[src/hdl/scan_params.svh]
`ifndef SCAN_PARAMS_SVH
`define SCAN_PARAMS_SVH

// Number of interleaved flows tracked by each matcher
`define SCAN_NUM_STREAMS 64

// Stream id width, enough for every flow
`define SCAN_SID_W 6

// Width of every packet and alert counter
`define SCAN_COUNT_W 16

// Pattern length in bytes
`define SCAN_PAT_LEN 4

// Automaton state holds 0 to SCAN_PAT_LEN matched bytes
`define SCAN_STATE_W 3

// Fixed pattern strings, first byte in the top byte lane
// Neither has a prefix that is also a suffix
`define SCAN_PATTERN_A "evil"
`define SCAN_PATTERN_B "worm"

`endif

[src/hdl/scan_pkg.sv]
`include "scan_params.svh"

package scan_pkg;

  // One input beat, one character or control event per cycle
  typedef struct packed {
    logic                   start;
    logic [`SCAN_SID_W-1:0] stream_id;
    // Restore zero state instead of the saved one
    logic                   new_stream;
    logic                   char_vld;
    logic [7:0]             char;
    logic                   eop;
  } scan_beat_t;

  // End of packet result from one matcher
  typedef struct packed {
    logic                   done;
    logic [`SCAN_SID_W-1:0] stream_id;
    // Only meaningful when enabled is set
    logic                   hit;
    logic                   enabled;
  } match_result_t;

  // Merged verdict for one packet
  typedef struct packed {
    logic                   valid;
    logic [`SCAN_SID_W-1:0] stream_id;
    logic                   hit_a;
    logic                   hit_b;
    // Both patterns seen in this packet
    logic                   alert;
  } scan_verdict_t;

endpackage

[src/hdl/string_dfa.sv]
`timescale 1ns/1ps

`include "scan_params.svh"

module string_dfa #(
  parameter logic [8*`SCAN_PAT_LEN-1:0] PATTERN = `SCAN_PATTERN_A
) (
  input  logic                     clk,
  input  logic                     rst_n,
  input  logic [7:0]               char,
  input  logic                     char_vld,
  input  logic [`SCAN_STATE_W-1:0] state_in,
  input  logic                     state_load,
  output logic [`SCAN_STATE_W-1:0] state,
  output logic                     accept
);

  localparam int LEN = `SCAN_PAT_LEN;
  // Last byte index, reaching it completes the match
  localparam logic [`SCAN_STATE_W-1:0] LAST = `SCAN_STATE_W'(LEN - 1);

  logic [`SCAN_STATE_W-1:0] next_state;
  logic                     next_accept;

  // Byte idx of the pattern, byte 0 sits in the top lane
  function automatic logic [7:0] pat_byte(input int idx);
    return PATTERN[8*(LEN-1-idx) +: 8];
  endfunction

  always_comb
  begin
    next_state  = state;
    next_accept = 1'b0;
    // Restored context wins over any character
    if (state_load)
    begin
      next_state = state_in;
    end
    else if (char_vld)
    begin
      if (state < LEN && char == pat_byte(int'(state)))
      begin
        if (state == LAST)
        begin
          // Full match, report and start over from empty
          next_state  = '0;
          next_accept = 1'b1;
        end
        else
        begin
          next_state = state + 1'b1;
        end
      end
      // Mismatch may still begin a new attempt
      else if (char == pat_byte(0))
        next_state = `SCAN_STATE_W'(1);
      else
        next_state = '0;
    end
  end

  always_ff @(posedge clk)
  begin
    if (!rst_n)
    begin
      state  <= '0;
      accept <= 1'b0;
    end
    else
    begin
      state  <= next_state;
      accept <= next_accept;
    end
  end

  // Matched byte count stays within the pattern
  a_state_range: assert property (@(posedge clk) disable iff (!rst_n) state <= LEN);

endmodule

[src/hdl/stream_context_matcher.sv]
`timescale 1ns/1ps

`include "scan_params.svh"

module stream_context_matcher
  import scan_pkg::*;
#(
  parameter logic [8*`SCAN_PAT_LEN-1:0] PATTERN = `SCAN_PATTERN_A
) (
  input  logic                     clk,
  input  logic                     rst_n,
  input  scan_beat_t               beat,
  input  logic                     enable,
  output match_result_t            result,
  output logic [`SCAN_COUNT_W-1:0] count
);

  // Saved automaton state per flow
  // Contents are only trusted after a new_stream packet of that flow
  logic [`SCAN_STATE_W-1:0] state_mem [`SCAN_NUM_STREAMS];

  // Registered beat feeding the automaton
  scan_beat_t beat_r;

  // Restore stage
  logic                     load_r;
  logic [`SCAN_STATE_W-1:0] state_in_r;

  // Automaton outputs and their registered copies
  logic [`SCAN_STATE_W-1:0] dfa_state;
  logic                     dfa_accept;
  logic [`SCAN_STATE_W-1:0] state_out_r;
  logic                     accept_r;

  // Sticky hit for the current packet
  logic hit_flag;
  // Accept still in flight when eop closely follows the last char
  logic hit_now;

  assign hit_now = hit_flag | accept_r;

  // Input register, control bits cleared by reset
  always_ff @(posedge clk)
  begin
    if (!rst_n)
    begin
      beat_r.start    <= 1'b0;
      beat_r.char_vld <= 1'b0;
      beat_r.eop      <= 1'b0;
    end
    else
    begin
      beat_r.start    <= beat.start;
      beat_r.char_vld <= beat.char_vld;
      beat_r.eop      <= beat.eop;
    end
  end

  // Payload fields of the input register
  always_ff @(posedge clk)
  begin
    beat_r.stream_id  <= beat.stream_id;
    beat_r.new_stream <= beat.new_stream;
    beat_r.char       <= beat.char;
  end

  // Restore one cycle after start, zero for a fresh flow
  always_ff @(posedge clk)
  begin
    if (!rst_n)
      load_r <= 1'b0;
    else
      load_r <= beat_r.start;
  end

  always_ff @(posedge clk)
  begin
    if (beat_r.new_stream)
      state_in_r <= '0;
    else
      state_in_r <= state_mem[beat_r.stream_id];
  end

  string_dfa #(
    .PATTERN (PATTERN)
  ) u_dfa (
    .clk        (clk),
    .rst_n      (rst_n),
    .char       (beat_r.char),
    .char_vld   (beat_r.char_vld),
    .state_in   (state_in_r),
    .state_load (load_r),
    .state      (dfa_state),
    .accept     (dfa_accept)
  );

  // Output register around the automaton
  always_ff @(posedge clk)
  begin
    if (!rst_n)
    begin
      state_out_r <= '0;
      accept_r    <= 1'b0;
    end
    else
    begin
      state_out_r <= dfa_state;
      accept_r    <= dfa_accept;
    end
  end

  // Save context at eop, only for an enabled engine
  always_ff @(posedge clk)
  begin
    if (beat.eop && enable)
      state_mem[beat.stream_id] <= state_out_r;
  end

  // Hit flag, count and end of packet result
  always_ff @(posedge clk)
  begin
    if (!rst_n)
    begin
      hit_flag <= 1'b0;
      count    <= '0;
      result   <= '0;
    end
    else
    begin
      if (beat_r.start)
        hit_flag <= 1'b0;
      else if (accept_r)
        hit_flag <= 1'b1;

      result.done <= beat.eop;
      if (beat.eop)
      begin
        result.stream_id <= beat.stream_id;
        result.hit       <= enable & hit_now;
        result.enabled   <= enable;
        if (enable)
          count <= count + `SCAN_COUNT_W'(hit_now);
      end
    end
  end

  // Beat kinds never share a cycle
  a_beat_onehot: assert property (@(posedge clk) disable iff (!rst_n)
    $onehot0({beat.start, beat.char_vld, beat.eop}));

endmodule

[src/hdl/match_combiner.sv]
`timescale 1ns/1ps

`include "scan_params.svh"

module match_combiner
  import scan_pkg::*;
(
  input  logic                     clk,
  input  logic                     rst_n,
  input  match_result_t            result_a,
  input  match_result_t            result_b,
  output scan_verdict_t            verdict,
  output logic [`SCAN_COUNT_W-1:0] alert_count
);

  // Qualified hits, a disabled engine never reports
  logic hit_a_w;
  logic hit_b_w;
  logic alert_w;

  assign hit_a_w = result_a.enabled & result_a.hit;
  assign hit_b_w = result_b.enabled & result_b.hit;
  assign alert_w = result_a.done & hit_a_w & hit_b_w;

  // Both matchers run in lockstep, so one done drives the verdict
  always_ff @(posedge clk)
  begin
    if (!rst_n)
    begin
      verdict     <= '0;
      alert_count <= '0;
    end
    else
    begin
      verdict.valid <= result_a.done;
      if (result_a.done)
      begin
        verdict.stream_id <= result_a.stream_id;
        verdict.hit_a     <= hit_a_w;
        verdict.hit_b     <= hit_b_w;
        verdict.alert     <= alert_w;
      end
      else
      begin
        verdict.alert <= 1'b0;
      end

      // Alert total moves with the verdict
      if (alert_w)
        alert_count <= alert_count + 1'b1;
    end
  end

  // Matchers see the same beats, results must line up
  a_done_aligned: assert property (@(posedge clk) disable iff (!rst_n)
    (result_a.done == result_b.done) &&
    (!result_a.done || result_a.stream_id == result_b.stream_id));

endmodule

[src/hdl/pattern_scan_top.sv]
`timescale 1ns/1ps

`include "scan_params.svh"

module pattern_scan_top
  import scan_pkg::*;
(
  input  logic                     clk,
  input  logic                     rst_n,
  input  scan_beat_t               beat,
  input  logic                     enable_a,
  input  logic                     enable_b,
  output scan_verdict_t            verdict,
  output logic [`SCAN_COUNT_W-1:0] count_a,
  output logic [`SCAN_COUNT_W-1:0] count_b,
  output logic [`SCAN_COUNT_W-1:0] alert_count
);

  match_result_t result_a;
  match_result_t result_b;

  // Engine A watches for the first pattern
  stream_context_matcher #(
    .PATTERN (`SCAN_PATTERN_A)
  ) u_match_a (
    .clk    (clk),
    .rst_n  (rst_n),
    .beat   (beat),
    .enable (enable_a),
    .result (result_a),
    .count  (count_a)
  );

  // Engine B sees the same beats
  stream_context_matcher #(
    .PATTERN (`SCAN_PATTERN_B)
  ) u_match_b (
    .clk    (clk),
    .rst_n  (rst_n),
    .beat   (beat),
    .enable (enable_b),
    .result (result_b),
    .count  (count_b)
  );

  // One verdict per packet
  match_combiner u_combiner (
    .clk         (clk),
    .rst_n       (rst_n),
    .result_a    (result_a),
    .result_b    (result_b),
    .verdict     (verdict),
    .alert_count (alert_count)
  );

endmodule

[config.mk]
export PLATFORM = sky130hd
export DESIGN_NAME = pattern_scan_top
export DESIGN_NICKNAME = d
export VERILOG_FILES = /design/src/hdl/scan_pkg.sv /design/src/hdl/string_dfa.sv /design/src/hdl/stream_context_matcher.sv /design/src/hdl/match_combiner.sv /design/src/hdl/pattern_scan_top.sv
export VERILOG_INCLUDE_DIRS = /design/src /design/src/hdl
export SDC_FILE = /design/constraint.sdc
export NUM_CORES = 1
export LEC_CHECK = 0
export BUFFER_PORTS_ARGS = -buffer_cell sky130_fd_sc_hd__buf_4
export CAP_MARGIN = 20
export CELL_PAD_IN_SITES_DETAIL_PLACEMENT = 1
export CELL_PAD_IN_SITES_GLOBAL_PLACEMENT = 1
export CORE_ASPECT_RATIO = 0.75
export CORE_MARGIN = 3
export CORE_UTILIZATION = 35
export CTS_CLUSTER_SIZE = 25
export DETAILED_ROUTE_END_ITERATION = 8
export GPL_ROUTABILITY_DRIVEN = 0
export PLACE_DENSITY_LB_ADDON = 0.08
export SYNTH_ARGS = -nofsm -noshare
export SYNTH_HDL_FRONTEND = slang
export SYNTH_SLANG_ARGS = --single-unit
[constraint.sdc]
create_clock -name clk -period 2 [get_ports clk]
set_clock_uncertainty 0.05 [all_clocks]
set_input_delay 0.3 -clock clk [delete_from_list [all_inputs] [get_ports clk]]
set_output_delay 0.3 -clock clk [all_outputs]
set_load 0.05 [all_outputs]
# [Yosys cells after proc, flatten, opt, wreduce, memory -nomap -nowiden]
# Memories as Yosys holds them, arrays and structs flattened. A register that Yosys moved wholly into a read port is not among the register bits.
# Cells that the tools add are included.
[totals] reg_bits=105 mem_count=2 wordCells=88 inputBits=22 mem_bits_rw=384
[classes] n_eq_ne=6 reduce_logical=11 n_mux=16 n_lt_le_gt_ge=2 addsub=7 bitwise=12 shifts=2
[memory_table] name="u_match_a.state_mem" words=64 width=3 read_ports=1 rd_clocked_by_memory_dff=1 wr=1 line="stream_context_matcher.sv:20" source="logic [`SCAN_STATE_W-1:0] state_mem [`SCAN_NUM_STREAMS];"
[memory_table] name="u_match_b.state_mem" words=64 width=3 read_ports=1 rd_clocked_by_memory_dff=1 wr=1 line="stream_context_matcher.sv:20"
[op_table] operator="32-bit by 7-bit variable part select with 8-bit output (first input constant)" n=2
[op_table] operator="16-bit by 1-bit adder with 16-bit output" n=2
[op_table] operator="3-bit two-way mux" n=8
[op_table] operator="16-bit by 1-bit adder with 16-bit output (second input constant)" n=1
[op_table] operator="8-bit by 7-bit == test with 1-bit output (second input constant)" n=2
[op_table] operator="8-bit == test" n=2
[op_table] operator="1-bit two-way mux" n=8
[op_table] operator="4-bit OR reduction" n=2
[op_table] operator="2-bit by 3-bit subtractor with 4-bit output (first input constant)" n=2
[op_table] operator="3-bit by 1-bit adder with 3-bit output (second input constant)" n=2
[op_table] operator="1-bit bitwise AND" n=6
[op_table] operator="3-bit by 2-bit == test with 1-bit output (second input constant)" n=2
[op_table] operator="3-bit less-than comparator (second input constant)" n=2
[op_table] operator="2-bit AND reduction" n=3
[op_table] operator="1-bit logical AND" n=4
[op_table] operator="1-bit NOT" n=4
[op_table] operator="1-bit bitwise OR" n=2
[op_table] operator="2-bit nonzero test" n=1
[op_table] operator="2-bit OR reduction" n=1

# [Depth between registers and ports, before layout]
[depth] ltp_word=7 depth_mapped=10 ltp_nobuf=9

# [Cells and area by module]
# From an unflattened synthesis, not the netlist that was laid out.
[unflattened] hier_cells=1326 hier_area_um2=20766.2
[by_module_without_submodules] mod="stream_context_matcher at u_match_b" instances=1 area_per_inst_um2=9506.6 cells_each=558 seq_area_each_um2=6786.5
[by_module_without_submodules] mod="stream_context_matcher at u_match_a" instances=1 area_per_inst_um2=9500.4 cells_each=570 seq_area_each_um2=6786.5
[by_module_without_submodules] mod="match_combiner" instances=1 area_per_inst_um2=1094.8 cells_each=123 seq_area_each_um2=520.5
[by_module_without_submodules] mod="string_dfa at u_match_a.u_dfa" instances=1 area_per_inst_um2=381.6 cells_each=40 seq_area_each_um2=80.1
[by_module_without_submodules] mod="string_dfa at u_match_b.u_dfa" instances=1 area_per_inst_um2=282.8 cells_each=35 seq_area_each_um2=80.1

# [Worst setup path after synthesis]
# Ideal clock, no wire load.
[synth_path] path_kind="input-to-reg" start="input beat[13] (netlist name)" end="memory u_match_a.state_mem[52][0] (netlist name), enable pin" stages=6 arrival_ns=1.781 setup_slack_ns=-0.151 setup_time_ns=0.320 path_cell_list="clkbuf_1 > or3b_2 > clkbuf_1 > or2_2 > clkbuf_1 > nor2_1"
[synth_rtl] element="from (decl)" line="pattern_scan_top.sv:10" source="input scan_beat_t beat,"
[synth_rtl] element="to (decl)" line="stream_context_matcher.sv:20"
# No word-level cell before the write port.

==> flow_summary.ini <==
[synthesis]
yosys.area.top_type = edfxtp_1
synth-edff-count = 384
yosysUniqueCellTypes = 62
synthesis.area_sq_um = 19800
ys_seq_area_share_pct = 69.6
synth_ff_type = edfxtp_1
syn_avg_cell_area_sq_um = 15.7
syn_nets = 1289
synthTopCellsByArea = edfxtp_1 58%, dfxtp_1 11%, mux4_2 11%, nor2_1 3.9%, mux2i_1 1.7%
yosys-top-cells-count = 384 x edfxtp_1, 207 x nor2_1, 111 x dfxtp_1
synth_seq_cells = 495
netlist.area_leader.share_pct = 58.4
synth.most_common_cell = edfxtp_1
synthCells = 1260
ys_warn_count = 0
async_reset_ff_share_pct = 0

[clocking]
cts_root_buf = clkbuf_16
clk_pin_slew_ns = 0.07
clock_latency_ns = 0.60
clock_path_buffers = 3
cts_sinks = 495
numCtsBuffers = 51
h-tree-depth = 2
cts_tree = built

[placement]
io_buffer_count = 79
hpwlAfterDp_mm = 36.8

[finish]
fill_cells = 5369
area_growth_pct = 24.2
final_util_pct = 44.5
drive_gt1_share_pct = 32.2
fin_nets = 1513

[timing]
maxSlewHeadroom_pct = 50.5
rsz0062_at_grt = true
hold_ws_ns = 0.0465
slew_violations = 0
tightest_slew_ns = 0.732
worst_slack_ns = -0.161
fmax_mhz = 463
setup_viol = 6
fin_crit_ns = 2.16
hold_violations = 0
tns_ns = -0.565
period_share_pct = 108

[die]
core_area_sq_um = 55100
num_rows = 74
die_w_um = 280
die_area_sq_um = 59400
ios = 80
start_util_pct = 35.9
fp.dieH_um = 212

[power]
ir_drop_v = 0.000910
leakagePower_nw = 8.43
p_per_area_nw_per_um2 = 925

[worst_setup_path]
cp.required_ns = 2.44
critical_path.endpoint_type = register
startpoint_type = register
critPathMaxFanout = 6
crit_arrival_ns = 2.60
worst-setup-path-type = register to register

[routing]
viasPerCell = 5.16
drt_wl_total_mm = 55.2
drc = 0
antenna_left = 0
drt_iter0_markers = 826
first_pass_iters = 5
wire_per_inst_um = 24.5
num_vias = 11600

[grt]
grt_pass1_vias = 12300
overflow = 0
grt_pass1_wl_mm = 82.8
track_usage_pct = 18.9
antenna_found_initial = 3
grt_max_degree = 65

[outcome]
status = complete, but fails checks
violations = setup timing

[hold_path]
hold_class = input pin to register

[flow_run]
maxCapViolations = 0
cell usage in the layout (no fill, tap or decap), types with 7 or more instances in the layout:
| cell | n |
|---|---|
| xnor2_1 | 19 |
| dfxtp_2 | 7 |
| nand4_1 | 13 |
| nand3b_1 | 7 |
| nor3_1 | 8 |
| o21ai_0 | 16 |
| mux4_2 | 103 |
| a21oi_1 | 24 |
| buf_6 | 7 |
| xor2_1 | 18 |
| dlygate4sd3_1 | 17 |
| nor2_4 | 14 |
| dfxtp_1 | 101 |
| bufinv_16 | 10 |
| or3_1 | 13 |
| nand2_1 | 57 |
| mux2i_1 | 32 |
| or2_2 | 8 |
| buf_12 | 17 |
| clkbuf_16 | 53 |
| clkinv_1 | 7 |
| clkbuf_1 | 11 |
| nor2_1 | 180 |
| inv_1 | 10 |
| nand3_1 | 26 |
| buf_4 | 199 |
| edfxtp_1 | 384 |
| and2_1 | 17 |
| nor2_2 | 13 |
| nand2b_1 | 14 |
| nor4_1 | 8 |
final cells by class:
cell class	count	area (sq um)	share of cell area, %
sequential	495	13800	56.1
clock inverter	29	435	1.77
antenna	1	2.50	0.0102
timing repair buffer	245	2180	8.89
inverter	14	52.6	0.214
multi-input combinational	677	5790	23.6
clock buffer	67	1400	5.70
tap	722	903	3.68
layer usage:
layer / global-route usage, % / vias up / wire (um)
met4: 4.23 / 2 / 1010
met5: 0 / - / 9
met3: 2.94 / 74 / 2490
li1: - / 5220 / -
met2: 28.1 / 217 / 24400
met1: 29.1 / 6087 / 27200
worst max-delay path: stages (launching register included):
cell      delay (ns)
dfxtp_4         0.44
buf_6           0.16
mux4_2          0.51
mux4_2          0.54
nand2b_4        0.17
a41o_1          0.18
logic make-up after synthesis:
logic type,synth area share [%]
XOR/XNOR,1.64
AO/OA/AOI/OAI,2.36
adder cells (fa/ha/maj),0.443
flip-flops,69.6
AND/OR/NAND/NOR,9.95
multiplexers,13.8
buffers and inverters,2.19
worst paths after layout:
kind	cells past startpoint	slack (ns)	endpoint	from
setup / recovery	5	-0.16	u_match_b.state_in_r[1]	u_match_b.beat_r[11]
hold reg to reg	1	0.39	u_match_a.accept_r	u_match_a.u_dfa.accept
hold / removal	2	0.05	u_match_b.u_dfa.state[1]	rst_n
setup reg to reg	5	-0.16	u_match_b.state_in_r[1]	u_match_b.beat_r[11]
stage by stage:
stage	setup WS, ns	power, mW	std cells	area [sq um]
CTS	-0.160	23.0	2248	24500
finish	-0.161	22.7	2250	24500
global placement	-0.241	12.4	2126	22300
global route	-0.200	23.5	2249	24500
detailed placement	-0.210	12.4	2126	22300
floorplan	-0.0258	11.9	1260	19900
registers in the layout (all words and copies together), names as in the netlist, 9 cells and up:
signal,count
u_combiner.alert_count,16
u_match_b.beat_r,17
u_match_a.result,9
u_match_a.state_mem,192
u_match_b.state_mem,192
u_combiner.verdict,10
u_match_a.count,16
u_match_b.count,16
what timing repair did:
action	in CTS	in global routing
hold endpoints to repair	18	0
endpoints found under the setup margin	7	77
buffers inserted	9	3
cloned	2	1
hold buffers	17	0
pin swaps	7	10
resized for setup	26	37
power breakdown:
group / total, mW / internal [mW] / switching [mW]
combinational: 1.19 / 0.545 / 0.641
clock: 10.4 / 6.25 / 4.15
sequential: 11.1 / 11.0 / 0.0697
No activity file was read; power rests on OpenSTA's default activity.
